$ cat src/px_state_pkg.sv
/*
	Processor state definitions
	One-hot state indices, the state vector type and state class sets
*/
`default_nettype none

package px_state_pkg;

	localparam int n_states = 21;	// State flip-flops in total

	typedef logic [n_states-1:0] state_vec_t;

	// Main cycle states
	localparam int st_p0 = 0;	// Start / fetch
	localparam int st_p1 = 1;
	localparam int st_p2 = 2;
	localparam int st_p3 = 3;
	localparam int st_p4 = 4;
	localparam int st_p5 = 5;
	localparam int st_k1 = 6;	// Instruction word read
	localparam int st_k2 = 7;
	localparam int st_wa = 8;
	localparam int st_wp = 9;
	localparam int st_we = 10;
	localparam int st_wr = 11;	// Operand read
	localparam int st_wz = 12;
	localparam int st_wx = 13;
	localparam int st_wm = 14;	// Memory write
	localparam int st_ww = 15;	// Result write
	// Interrupt entry states, kept contiguous
	localparam int st_i1 = 16;
	localparam int st_i2 = 17;
	localparam int st_i3 = 18;
	localparam int st_i4 = 19;
	localparam int st_i5 = 20;

	localparam state_vec_t bus_read_set = (state_vec_t'(1) << st_k1) | (state_vec_t'(1) << st_p1)
		| (state_vec_t'(1) << st_wr) | (state_vec_t'(1) << st_i3) | (state_vec_t'(1) << st_i5);
	localparam state_vec_t bus_write_set = (state_vec_t'(1) << st_ww) | (state_vec_t'(1) << st_wm)
		| (state_vec_t'(1) << st_i2) | (state_vec_t'(1) << st_i4);
	localparam state_vec_t long_set = (state_vec_t'(1) << st_k2) | (state_vec_t'(1) << st_p0)
		| (state_vec_t'(1) << st_i1);	// Non-bus states with long wait
	localparam state_vec_t reset_state = state_vec_t'(1) << st_p0;	// Only P0 after clear

endpackage

`default_nettype wire

$ cat src/px_timing_pkg.sv
/*
	Cycle timing constants
	Strobe widths, wait lengths and bus timeout, all in got cycles
*/
`default_nettype none

package px_timing_pkg;

	// Strobe one-shot widths
	localparam int strob1_ticks = 3;
	localparam int strob2_ticks = 2;

	// Gap between strob1 and strob2
	localparam int short_wait = 2;	// Short non-bus states, also bus minimum
	localparam int long_wait = 5;	// States in long_set

	// System bus answer supervision
	localparam int alarm_ticks = 40;	// Granted cycles without answer
	localparam int alarm_pulse_ticks = 3;	// Width of the alarm pulse

	// No-memory answer stops the processor
	localparam bit stop_on_nomem = 1'b1;

endpackage

`default_nettype wire

$ cat src/one_shot.sv
/*
	Retriggerable one-shot
	Holds pulse high for width cycles after each rising edge of trig
*/
`timescale 1ns/1ns
`default_nettype none

module one_shot #(
	parameter int width = 3	// Pulse width in got cycles
) (
	input wire logic got,
	input wire logic clo_,
	input wire logic trig,	// Level, rising edge starts the pulse
	output logic pulse
);

	localparam int cnt_w = $clog2(width + 1);

	logic trig_q;	// Previous trig for edge detect
	logic [cnt_w-1:0] cnt;	// Remaining pulse cycles

	always_ff @(posedge got or negedge clo_) begin
		if (!clo_) begin
			trig_q <= 1'b0;
			cnt <= '0;
		end else begin
			trig_q <= trig;
			if (trig && !trig_q)
				cnt <= cnt_w'(width);	// Fresh rise reloads, even mid-pulse
			else if (cnt != '0)
				cnt <= cnt - 1'b1;
		end
	end

	assign pulse = (cnt != '0);

endmodule

`default_nettype wire

$ cat src/delay_line.sv
/*
	Level delay line
	Shift register that delays a single bit by depth got cycles
*/
`timescale 1ns/1ns
`default_nettype none

module delay_line #(
	parameter int depth = 2	// Delay in got cycles, at least 1
) (
	input wire logic got,
	input wire logic clo_,
	input wire logic din,
	output logic dout
);

	logic [depth-1:0] taps;	// taps[0] is the newest sample

	always_ff @(posedge got or negedge clo_) begin
		if (!clo_) begin
			taps <= '0;
		end else begin
			taps[0] <= din;
			for (int i = 1; i < depth; i++)
				taps[i] <= taps[i-1];	// Shift toward the output
		end
	end

	assign dout = taps[depth-1];

endmodule

`default_nettype wire

$ cat src/state_register.sv
/*
	Processor state register
	One-hot state flip-flops loaded with the enter vector on each advance
*/
`timescale 1ns/1ns
`default_nettype none

module state_register (
	input wire logic got,
	input wire logic clo_,	// Clear presets P0
	input wire logic advance,	// One-cycle end of processor cycle
	input wire px_state_pkg::state_vec_t enter,	// Main state enter requests
	input wire logic [4:0] int_enter,	// I1..I5 enter, bit 0 is I1
	output px_state_pkg::state_vec_t state
);

	px_state_pkg::state_vec_t nxt;	// Merged enter vector

	// Interrupt bits are owned by the interrupt phase logic,
	// whatever the environment puts on those enter lines
	always_comb begin
		nxt = enter;
		nxt[px_state_pkg::st_i1] = int_enter[0];
		nxt[px_state_pkg::st_i2] = int_enter[1];
		nxt[px_state_pkg::st_i3] = int_enter[2];
		nxt[px_state_pkg::st_i4] = int_enter[3];
		nxt[px_state_pkg::st_i5] = int_enter[4];
	end

	always_ff @(posedge got or negedge clo_) begin
		if (!clo_)
			state <= px_state_pkg::reset_state;	// Set input of P0
		else if (advance)
			state <= nxt;	// All states change at once
	end

endmodule

`default_nettype wire

$ cat src/strobe_gen.sv
/*
	Cycle strobe generator
	Times strob1, wait, strob2 and advance for each processor cycle
	Bus cycles wait for bus_done, single step holds strob1 for a step pulse
*/
`timescale 1ns/1ns
`default_nettype none

module strobe_gen (
	input wire logic got,
	input wire logic clo_,
	input wire px_state_pkg::state_vec_t state,
	input wire logic bus_done,	// End of bus transfer
	input wire logic step_mode,	// Single-cycle operation
	input wire logic step,	// One-cycle step request
	output logic strob1,
	output logic strob2,
	output logic advance
);

	localparam int cnt_w = $clog2(px_timing_pkg::long_wait + px_timing_pkg::strob1_ticks
		+ px_timing_pkg::strob2_ticks);

	typedef enum logic [2:0] {ph_hold, ph_s1, ph_wait, ph_s2, ph_adv} phase_t;

	phase_t ph;	// Cycle phase
	logic [cnt_w-1:0] cnt;	// Phase length counter
	logic [cnt_w-1:0] wait_len;	// Gap for the current state
	logic is_bus, is_long;	// Class of the current state
	logic go;	// Next cycle may start
	logic launch;	// Starts strob1
	logic fire2;	// Starts strob2
	logic step_armed;	// Step hold flip-flop

	assign is_bus = |(state & (px_state_pkg::bus_read_set | px_state_pkg::bus_write_set));
	assign is_long = |(state & px_state_pkg::long_set);
	assign wait_len = is_long ? cnt_w'(px_timing_pkg::long_wait) : cnt_w'(px_timing_pkg::short_wait);

	assign go = !step_mode || step_armed;
	assign launch = go && (ph == ph_hold || ph == ph_adv);	// Strob1 right after advance
	assign fire2 = (ph == ph_wait) && (cnt == '0) && (!is_bus || bus_done);
	assign advance = (ph == ph_adv);

	always_ff @(posedge got or negedge clo_) begin
		if (!clo_) begin
			ph <= ph_hold;
			cnt <= '0;
			step_armed <= 1'b0;
		end else begin
			step_armed <= step || (step_armed && !launch);	// Used up by one cycle
			case (ph)
				ph_hold, ph_adv: begin
					if (launch) begin
						ph <= ph_s1;
						cnt <= cnt_w'(px_timing_pkg::strob1_ticks - 1);
					end else begin
						ph <= ph_hold;	// Wait for step
					end
				end
				ph_s1: begin
					if (cnt == '0) begin
						ph <= ph_wait;
						cnt <= wait_len - 1'b1;	// New state is valid by now
					end else begin
						cnt <= cnt - 1'b1;
					end
				end
				ph_wait: begin
					if (fire2) begin
						ph <= ph_s2;
						cnt <= cnt_w'(px_timing_pkg::strob2_ticks - 1);
					end else if (cnt != '0) begin
						cnt <= cnt - 1'b1;	// Bus cycles park at zero
					end
				end
				ph_s2: begin
					if (cnt == '0)
						ph <= ph_adv;
					else
						cnt <= cnt - 1'b1;
				end
				default: ph <= ph_hold;
			endcase
		end
	end

	one_shot #(.width(px_timing_pkg::strob1_ticks)) u_strob1 (
		.got(got),
		.clo_(clo_),
		.trig(launch),
		.pulse(strob1)
	);

	one_shot #(.width(px_timing_pkg::strob2_ticks)) u_strob2 (
		.got(got),
		.clo_(clo_),
		.trig(fire2),
		.pulse(strob2)
	);

endmodule

`default_nettype wire

$ cat src/interrupt_phase.sv
/*
	Interrupt phase control
	Entry decode for I1..I5 and end of interrupt sequence flag
*/
`timescale 1ns/1ns
`default_nettype none

module interrupt_phase (
	input wire logic got,
	input wire logic clo_,
	input wire px_state_pkg::state_vec_t state,
	input wire logic int_start,	// Interrupt request accepted
	input wire logic lip,	// Return from interrupt
	output logic [4:0] int_enter,	// I1..I5 enter, bit 0 is I1
	output logic ekc_i	// End of interrupt cycle
);

	logic i1, i2, i3, i4, i5;
	logic in_int;	// Any I state active
	logic ret_path;	// Short path I1, I3, I5

	assign i1 = state[px_state_pkg::st_i1];
	assign i2 = state[px_state_pkg::st_i2];
	assign i3 = state[px_state_pkg::st_i3];
	assign i4 = state[px_state_pkg::st_i4];
	assign i5 = state[px_state_pkg::st_i5];
	assign in_int = i1 | i2 | i3 | i4 | i5;

	// Path choice frozen once I1 is loaded
	always_ff @(posedge got or negedge clo_) begin
		if (!clo_)
			ret_path <= 1'b0;
		else if (!in_int)
			ret_path <= lip;
	end

	assign int_enter[0] = int_start && !in_int;	// New sequence only
	assign int_enter[1] = i1 && !ret_path;
	assign int_enter[2] = (i1 && ret_path) || i2;
	assign int_enter[3] = i3 && !ret_path;
	assign int_enter[4] = (i3 && ret_path) || i4;

	assign ekc_i = i5;	// Environment takes over after I5

endmodule

`default_nettype wire

$ cat src/bus_request.sv
/*
	System bus request control
	Request, drivers, answer handling and alarm timeout
	Holds the fault and halt latches
*/
`timescale 1ns/1ns
`default_nettype none

module bus_request (
	input wire logic got,
	input wire logic clo_,
	input wire px_state_pkg::state_vec_t state,
	input wire logic strob1,
	input wire logic bus_grant,	// Bus given to the processor
	input wire logic rok_,	// Answer OK
	input wire logic ren_,	// Answer no memory
	input wire logic stop_,	// Clears fault and halt
	output logic zg,	// Bus request
	output logic dr_,	// Read driver
	output logic dw_,	// Write driver
	output logic ok,
	output logic no_mem,
	output logic bus_done,
	output logic alarm,
	output logic awaria,	// Fault latch
	output logic hlt	// Halt latch
);

	localparam int tmr_w = $clog2(px_timing_pkg::alarm_ticks);

	logic is_rd, is_wr;	// Bus class of state
	logic strob1_q;	// For strob1 falling edge
	logic granted;	// Request active and granted
	logic ans_ok, ans_nm, answered;
	logic tmo, tmo_d;	// Timeout and its aligned copy
	logic done_ans;	// Registered answer end
	logic [tmr_w-1:0] tmr;	// Granted cycles since request

	assign is_rd = |(state & px_state_pkg::bus_read_set);
	assign is_wr = |(state & px_state_pkg::bus_write_set);
	assign granted = zg && bus_grant;

	assign ans_ok = granted && !rok_;
	assign ans_nm = granted && !ren_ && rok_;	// OK wins over no memory
	assign answered = ans_ok || ans_nm;
	assign tmo = granted && !answered && (tmr == tmr_w'(px_timing_pkg::alarm_ticks - 1));

	assign dr_ = !(granted && is_rd);	// Idle while grant is low
	assign dw_ = !(granted && is_wr);
	assign bus_done = done_ans || tmo_d;

	always_ff @(posedge got or negedge clo_) begin
		if (!clo_) begin
			strob1_q <= 1'b0;
			zg <= 1'b0;
			tmr <= '0;
			ok <= 1'b0;
			no_mem <= 1'b0;
			done_ans <= 1'b0;
			awaria <= 1'b0;
			hlt <= 1'b0;
		end else begin
			strob1_q <= strob1;
			if (strob1_q && !strob1 && (is_rd || is_wr))
				zg <= 1'b1;	// Request at end of strob1
			else if (answered || tmo)
				zg <= 1'b0;
			if (!zg)
				tmr <= '0;
			else if (bus_grant)
				tmr <= tmr + 1'b1;	// Only granted cycles count
			ok <= answered;
			no_mem <= ans_nm;
			done_ans <= answered;
			if (!stop_)
				awaria <= 1'b0;
			else if (tmo_d)
				awaria <= 1'b1;
			if (!stop_)
				hlt <= 1'b0;
			else if (ans_nm && px_timing_pkg::stop_on_nomem)
				hlt <= 1'b1;
		end
	end

	// Timeout registered once, so alarm follows bus_done
	delay_line #(.depth(1)) u_tmo_dly (
		.got(got),
		.clo_(clo_),
		.din(tmo),
		.dout(tmo_d)
	);

	one_shot #(.width(px_timing_pkg::alarm_pulse_ticks)) u_alarm (
		.got(got),
		.clo_(clo_),
		.trig(tmo_d),
		.pulse(alarm)
	);

endmodule

`default_nettype wire

$ cat src/state_control.sv
/*
	Processor state control block
	State register, cycle strobes, interrupt entry and system bus control
*/
`timescale 1ns/1ns
`default_nettype none

module state_control (
	input wire logic got,	// Free-running clock
	input wire logic clo_,	// General clear
	input wire px_state_pkg::state_vec_t enter,	// Main state enter requests
	input wire logic int_start,
	input wire logic lip,
	input wire logic step_mode,
	input wire logic step,
	input wire logic bus_grant,
	input wire logic rok_,
	input wire logic ren_,
	input wire logic stop_,
	output px_state_pkg::state_vec_t state,
	output logic strob1,
	output logic strob2,
	output logic advance,
	output logic zg,
	output logic dr_,
	output logic dw_,
	output logic ok,
	output logic no_mem,
	output logic alarm,
	output logic awaria,
	output logic hlt,
	output logic ekc_i
);

	logic [4:0] int_enter;	// I1..I5 entries
	logic bus_done;	// Bus transfer finished

	state_register u_state (
		.got(got),
		.clo_(clo_),
		.advance(advance),
		.enter(enter),
		.int_enter(int_enter),
		.state(state)
	);

	strobe_gen u_strobe (
		.got(got),
		.clo_(clo_),
		.state(state),
		.bus_done(bus_done),
		.step_mode(step_mode),
		.step(step),
		.strob1(strob1),
		.strob2(strob2),
		.advance(advance)
	);

	interrupt_phase u_int (
		.got(got),
		.clo_(clo_),
		.state(state),
		.int_start(int_start),
		.lip(lip),
		.int_enter(int_enter),
		.ekc_i(ekc_i)
	);

	bus_request u_bus (
		.got(got),
		.clo_(clo_),
		.state(state),
		.strob1(strob1),
		.bus_grant(bus_grant),
		.rok_(rok_),
		.ren_(ren_),
		.stop_(stop_),
		.zg(zg),
		.dr_(dr_),
		.dw_(dw_),
		.ok(ok),
		.no_mem(no_mem),
		.bus_done(bus_done),
		.alarm(alarm),
		.awaria(awaria),
		.hlt(hlt)
	);

endmodule

`default_nettype wire

$ cat config.mk
export PLATFORM = sky130hd
export DESIGN_NAME = state_control
export DESIGN_NICKNAME = d
export VERILOG_FILES = /design/src/px_state_pkg.sv /design/src/px_timing_pkg.sv /design/src/one_shot.sv /design/src/delay_line.sv /design/src/state_register.sv /design/src/strobe_gen.sv /design/src/interrupt_phase.sv /design/src/bus_request.sv /design/src/state_control.sv
export SDC_FILE = /design/constraint.sdc
export NUM_CORES = 1
export LEC_CHECK = 0
export ABC_AREA = 1
export BUFFER_PORTS_ARGS = -buffer_cell sky130_fd_sc_hd__buf_4
export CAP_MARGIN = 40
export CORE_MARGIN = 2
export CORE_UTILIZATION = 47
export CTS_CLUSTER_DIAMETER = 200
export DETAILED_ROUTE_END_ITERATION = 8
export GPL_TIMING_DRIVEN = 0
export PLACE_DENSITY = 0.75
export SYNTH_ARGS = -nofsm -noshare
export SYNTH_HDL_FRONTEND = slang
export SYNTH_SLANG_ARGS = --single-unit
$ cat constraint.sdc
create_clock -name got -period 1.4 [get_ports got]
set_clock_uncertainty 0.1 [all_clocks]
set_input_delay 0.35 -clock got [delete_from_list [all_inputs] [get_ports got]]
set_output_delay 0.35 -clock got [all_outputs]
set_load 0.005 [all_outputs]
After elaboration in Yosys (flattened, before gate mapping)
Index checks and enable logic that the tools add are counted.
- $add $sub $neg: 6
- equality and inequality tests: 14
- multiplexer cells: 26
- bitwise logic cells: 4
- reductions and logical operators: 64
- operators by type and width (kind ; number):
    logical AND 1 bit ; 22
    2-to-1 mux 4 bit ; 5
    case mux 4 bit (4 select lines) ; 1
    zero test 1 bit ; 14
    nonzero test 2 bit ; 7
    2-to-1 mux 2 bit ; 6
    2-to-1 mux 3 bit ; 4
    2-to-1 mux 6 bit ; 2
    case mux 3 bit (4 select lines) ; 1
    logical OR 1 bit ; 10
    != test 2 x 1 -> 1 bit, second input constant ; 5
    OR reduction 9 bit ; 1
    nonzero test 4 bit ; 2
    subtractor 4 x 1 -> 4 bit, second input constant ; 2
    2-to-1 mux 1 bit ; 7
    adder 6 x 1 -> 6 bit, second input constant ; 1
    equality test 3 x 2 -> 1 bit, second input constant ; 2
    equality test 6 bit, second input constant ; 1
    != test 2 bit, second input constant ; 3
    subtractor 2 x 1 -> 2 bit, second input constant ; 3
    OR reduction 5 bit ; 1
    zero test 4 bit ; 1
    OR 1 bit ; 4
    AND reduction 4 bit ; 1
    8 further kinds ; 8
- register bits: 52
- output and inout bits: 33
- word-level logic and storage cells: 133

Longest topological paths before layout
- depth after elaboration: 10
- mapped depth: 10
- depth with buffers taken out: 10

Modules after synthesis
Synthesis repeated with hierarchy kept, for this count alone.
- cells, all modules: 335
- area, all modules: 2593.7 um^2
- modules (own cells, without submodules) (module ; times used ; cells each ; area each (um^2) ; seq. area each (um^2)):
    state_register ; 1 ; 89 ; 804.5 ; 526.8
    bus_request ; 1 ; 86 ; 633.1 ; 300.3
    strobe_gen ; 1 ; 92 ; 614.3 ; 200.2
    one_shot (u_bus.u_alarm ...) ; 2 ; 16 ; 135.1 ; 75.1
    one_shot (u_strobe.u_strob2) ; 1 ; 16 ; 141.4 ; 75.1
    interrupt_phase ; 1 ; 19 ; 105.1 ; 25.0
    delay_line ; 1 ; 1 ; 25.0 ; 25.0

Worst setup path after synthesis
No wires, ideal clock.
- kind: register to register
- start: register u_strobe.cnt[0]
- end: register u_strobe.u_strob2.cnt[0]
- arrival: 1.234 ns
- required time: 1.186 ns
- slack: -0.048 ns
- cell stages (with the launch flop): 9
- buffers on the path: 0
- cell sequence: dfrtp_1 > inv_1 > ha_1 > nand2_4 > nor2_4 > nand2_2 > or2_1 > nand3_1 > inv_1
- longest elaborated chain between the ends: 5
- elaborated cells on any way between the ends: 6
- classes of those cells: mux: 1; reduce/logical: 5
- RTL lines (item ; line ; text):
    start, declared ; strobe_gen.sv:27 ; logic [cnt_w-1:0] cnt;
    start signal, assigned ; strobe_gen.sv:55 ; cnt <= cnt_w'(px_timing_pkg::strob1_ticks - 1);
    start signal, assigned ; strobe_gen.sv:63 ; cnt <= wait_len - 1'b1;
    start signal, assigned ; strobe_gen.sv:65 ; cnt <= cnt - 1'b1;
    zero test 4 bit (*) ; strobe_gen.sv:41 ; assign fire2 = (ph == ph_wait) && (cnt == '0) && (!is_bus || bus_done);
    logical AND 1 bit (*) (2 in series) ; strobe_gen.sv:41 ;
    logical AND 1 bit (*) ; one_shot.sv:28 ; if (trig && !trig_q)
    2-to-1 mux 2 bit / nonzero test 2 bit (equally long branches) ; -- ;
    end signal, assigned ; one_shot.sv:29 ; cnt <= cnt_w'(width);
    end signal, assigned ; one_shot.sv:31 ; cnt <= cnt - 1'b1;
    end, declared ; one_shot.sv:20 ; logic [cnt_w-1:0] cnt;
Mark *: on every way between the ends. The rest lies on a longest branch, timed or not.
A chain may end at the register's enable or synchronous reset.

Final worst setup path
- start: register u_strobe.ph[0]
- end: output port advance
- longest elaborated chain between the ends: 1
- RTL lines (item ; line ; text):
    start, declared ; strobe_gen.sv:26 ; phase_t ph;
    start signal, assigned ; strobe_gen.sv:46 ; ph <= ph_hold;
    start signal, assigned ; strobe_gen.sv:54 ; ph <= ph_s1;
    start signal, assigned ; strobe_gen.sv:57 ; ph <= ph_hold;
    equality test 3 bit ; strobe_gen.sv:42 ; assign advance = (ph == ph_adv);
    end, declared ; state_control.sv:23 ; output logic advance,
No other way between the ends.

==> metrics.yaml <==
worst_setup_path:
  cp.arrival_ns: 1.17
  crit_slowest_cell: "dfrtp_1"
  r2r_cells: 10
  end_kind: "output port"
  critPathKind: "reg2out"
  cpPeakStageDelay_ns: 0.42
  cp_max_fo: 2
  crit_top_cell: "buf_6"
  worstPathCellList: "nor2_4 -> nand2_4 -> inv_4 -> buf_6 -> buf_6"
  critPathLaunchType: "flop"
  critPathRequiredTime_ns: 0.95
sta:
  rsz0062_at_grt: "true"
  slew_violations: 0
  fmax_mhz: 617
  setup_violations: 21
  layout_setup_ws_ns: -0.220
  totalNegativeSetupSlack_ns: -2.04
  hold_ws_ns: 0.113
  tightest_slew_ns: 0.633
  hold_violations: 0
  slew_headroom_pct: 57.8
  fin_crit_sh_pct: 116
  finalCriticalPeriod_ns: 1.62
die:
  dieArea_um2: 5750
  die_h_um: 75.8
  core_area_um2: 5040
  dieWidth_um: 75.8
  start_util_pct: 48.1
  io_pins: 64
  rows: 26
run_status:
  violations: "negative setup slack"
  status: "finished with violations"
worst_hold_path:
  hold_class: "in2reg"
  min_path_cells: 2
place:
  pre_cts_ws_ns: -0.293
  place_hpwl_um: 3460
  portBuffers: 58
  place.gp.congestion: 0.822
routing:
  vias_per_cell: 4.74
  vias: 2171
  drt-initial-drc-count: 124
  ant_nets: 0
  first_pass_iters: 4
  wirelength_um: 5350
  wl_per_cell_um: 11.7
  route.detailed.drc: 0
synth:
  ys_types: 33
  syn_inst: 285
  synthesis.nets: 322
  syn_area_per_cell_um2: 8.51
  syn_area_um2: 2420
  yosysWarnings: 0
  ys_seq_area_share_pct: 53.7
  ys_seq_elements: 52
clock_tree:
  path_clk_slew_ns: 0.10
  htreeDepth: 2
  cts_root_buf: "clkbuf_8"
  insertion_delay_ns: 0.31
  numCtsBuffers: 5
  clock-sinks: 52
  cts_tree: "yes"
  clockBufferDepth: 2
pwr:
  ir_drop_mv: 1.45
  cellLeakagePower_nw: 1.89
  power_mw: 7.28
  seqPwrFrac_pct: 32.7
  p_per_area_nw_per_um2: 2020
  power_frac_comb_pct: 50.4
  p_sw_share_pct: 36.4
  cell_internal_pwr_mw: 4.63
  switching_power_mw: 2.65
  pwr-share-clk_pct: 16.9
cells_and_area:
  drive_above_1_share_pct: 44.3
  area_growth_pct: 48.6
  utilization_pct: 71.5
  n_antenna_cell: 0
  finish.net_count: 424
  fillCellCount: 371
grt:
  grt_remaining_overflow: 0
  first_global_vias: 2054
  track_usage_pct: 20.0
  grt_pass1_wl_um: 8810
  grt_max_degree: 53
  grt_antenna_before_repair: 0
run:
  drv_cap: 0
[synth_stat cells, drive strengths merged]
library cell	number	area, um^2
inv	47	176
or2	3	18.8
nand4	1	6.26
nor3	6	35.0
o21bai	1	7.51
dfrtp	51	1280
ha	6	75.1
dfstp	1	26.3
nand2	94	380
a21oi	9	48.8
o21ai	18	93.8
or3	1	6.26
nor4	1	6.26
a31oi	1	6.26
xor2	1	8.76
xnor2	1	8.76
nor2	20	105
buf	3	20.0
o21a	1	7.51
nand3	15	85.1
o211ai	3	22.5
clkbuf	1	3.75
[placed cells by master, fill, tap and decap left out, types with 4 or more instances in the layout]
cell / instances
a21oi_1: 8
buf_4: 79
buf_6: 19
clkbuf_8: 5
dfrtp_1: 48
inv_1: 27
inv_2: 17
nand2_1: 78
nand2_2: 10
nand2_4: 6
nand3_1: 9
nand3_2: 5
nor2_1: 13
nor2_4: 5
nor3_1: 5
o21ai_0: 11
o21ai_1: 4
[metal layers]
layer | vias up | GRT usage, % | part of all wire, % | wire (um)
met5 | - | 0 | 0 | 0
met4 | 0 | 3.51 | 0.90 | 48
met3 | 7 | 6.22 | 6.0 | 323
met2 | 58 | 35.8 | 51 | 2730
met1 | 1014 | 24.0 | 42 | 2250
li1 | 1092 | - | - | -
[registers in the layout, indices dropped and copies added, names as in the netlist, 2 cells and up]
register / cells
u_strobe.u_strob2.cnt: 2
u_bus.tmr: 6
u_strobe.cnt: 4
u_strobe.ph: 3
u_state.state: 21
u_strobe.u_strob1.cnt: 2
u_bus.u_alarm.cnt: 2
[area by class of cell]
class                      count  area (um^2)  share of cell area (%)
tap                           70         87.6                    2.43
clock inverter                 3         68.8                    1.91
sequential                    52         1310                    36.2
buffer                         2         22.5                   0.625
timing repair buffer          97          795                    22.0
inverter                      47          189                    5.24
multi-input combinational    182         1070                    29.6
clock buffer                   5         68.8                    1.91
[power by group through the flow]
| stage | clock network (mW) | logic [mW] | registers (mW) |
|---|---|---|---|
| 6_report | 1.23 | 3.67 | 2.38 |
| 5_1_grt | 1.31 | 4.09 | 2.44 |
| 4_1_cts | 1.24 | 3.36 | 2.37 |
| 3_5_place_dp | 0 | 2.57 | 2.40 |
| 3_3_place_gp | 0 | 2.49 | 2.39 |
| 2_1_floorplan | 0 | 1.65 | 2.36 |
[cells by family after synthesis]
logic type | share of synthesized area (%)
XOR/XNOR | 0.723
AO/OA/AOI/OAI | 7.69
AND/OR/NAND/NOR | 26.5
buffers and inverters | 8.26
flip-flops | 53.7
adder cells (fa/ha/maj) | 3.10
[worst paths after layout]
path	from	end	slack, ns
max in group asynchronous	clo_	u_state.state[16]	0.24
worst max register to register	u_strobe.ph[1]	u_strobe.cnt[0]	-0.15
worst max-delay path	u_strobe.ph[0]	advance	-0.22
min in group asynchronous	clo_	u_state.state[11]	0.51
worst min register to register	u_bus.u_tmo_dly.dout	u_bus.u_alarm.trig_q	0.35
worst min-delay path	ren_	u_bus.no_mem	0.11
[what timing repair did]
item,4_1_cts,5_1_grt
endpoints found under the hold margin,51,0
endpoints found under the setup margin,35,29
hold buffers,1,0
resized for setup,48,30
setup buffers,33,9
cloned,0,0
pin swaps,10,14
[per-stage QoR]
step | area, um^2 | cells
detailed placement | 2950 | 413
floorplan | 2430 | 285
finish | 3600 | 458
CTS | 3470 | 453
global route | 3600 | 458
global placement | 2950 | 413
[worst max-delay path: cells and delay by family (launching register included)]
family	cells	cell delay (ns)
flops	1	0.42
buf+inv	3	0.23
simple gates	2	0.22
Note: power is estimated with default switching activity, not from simulation.
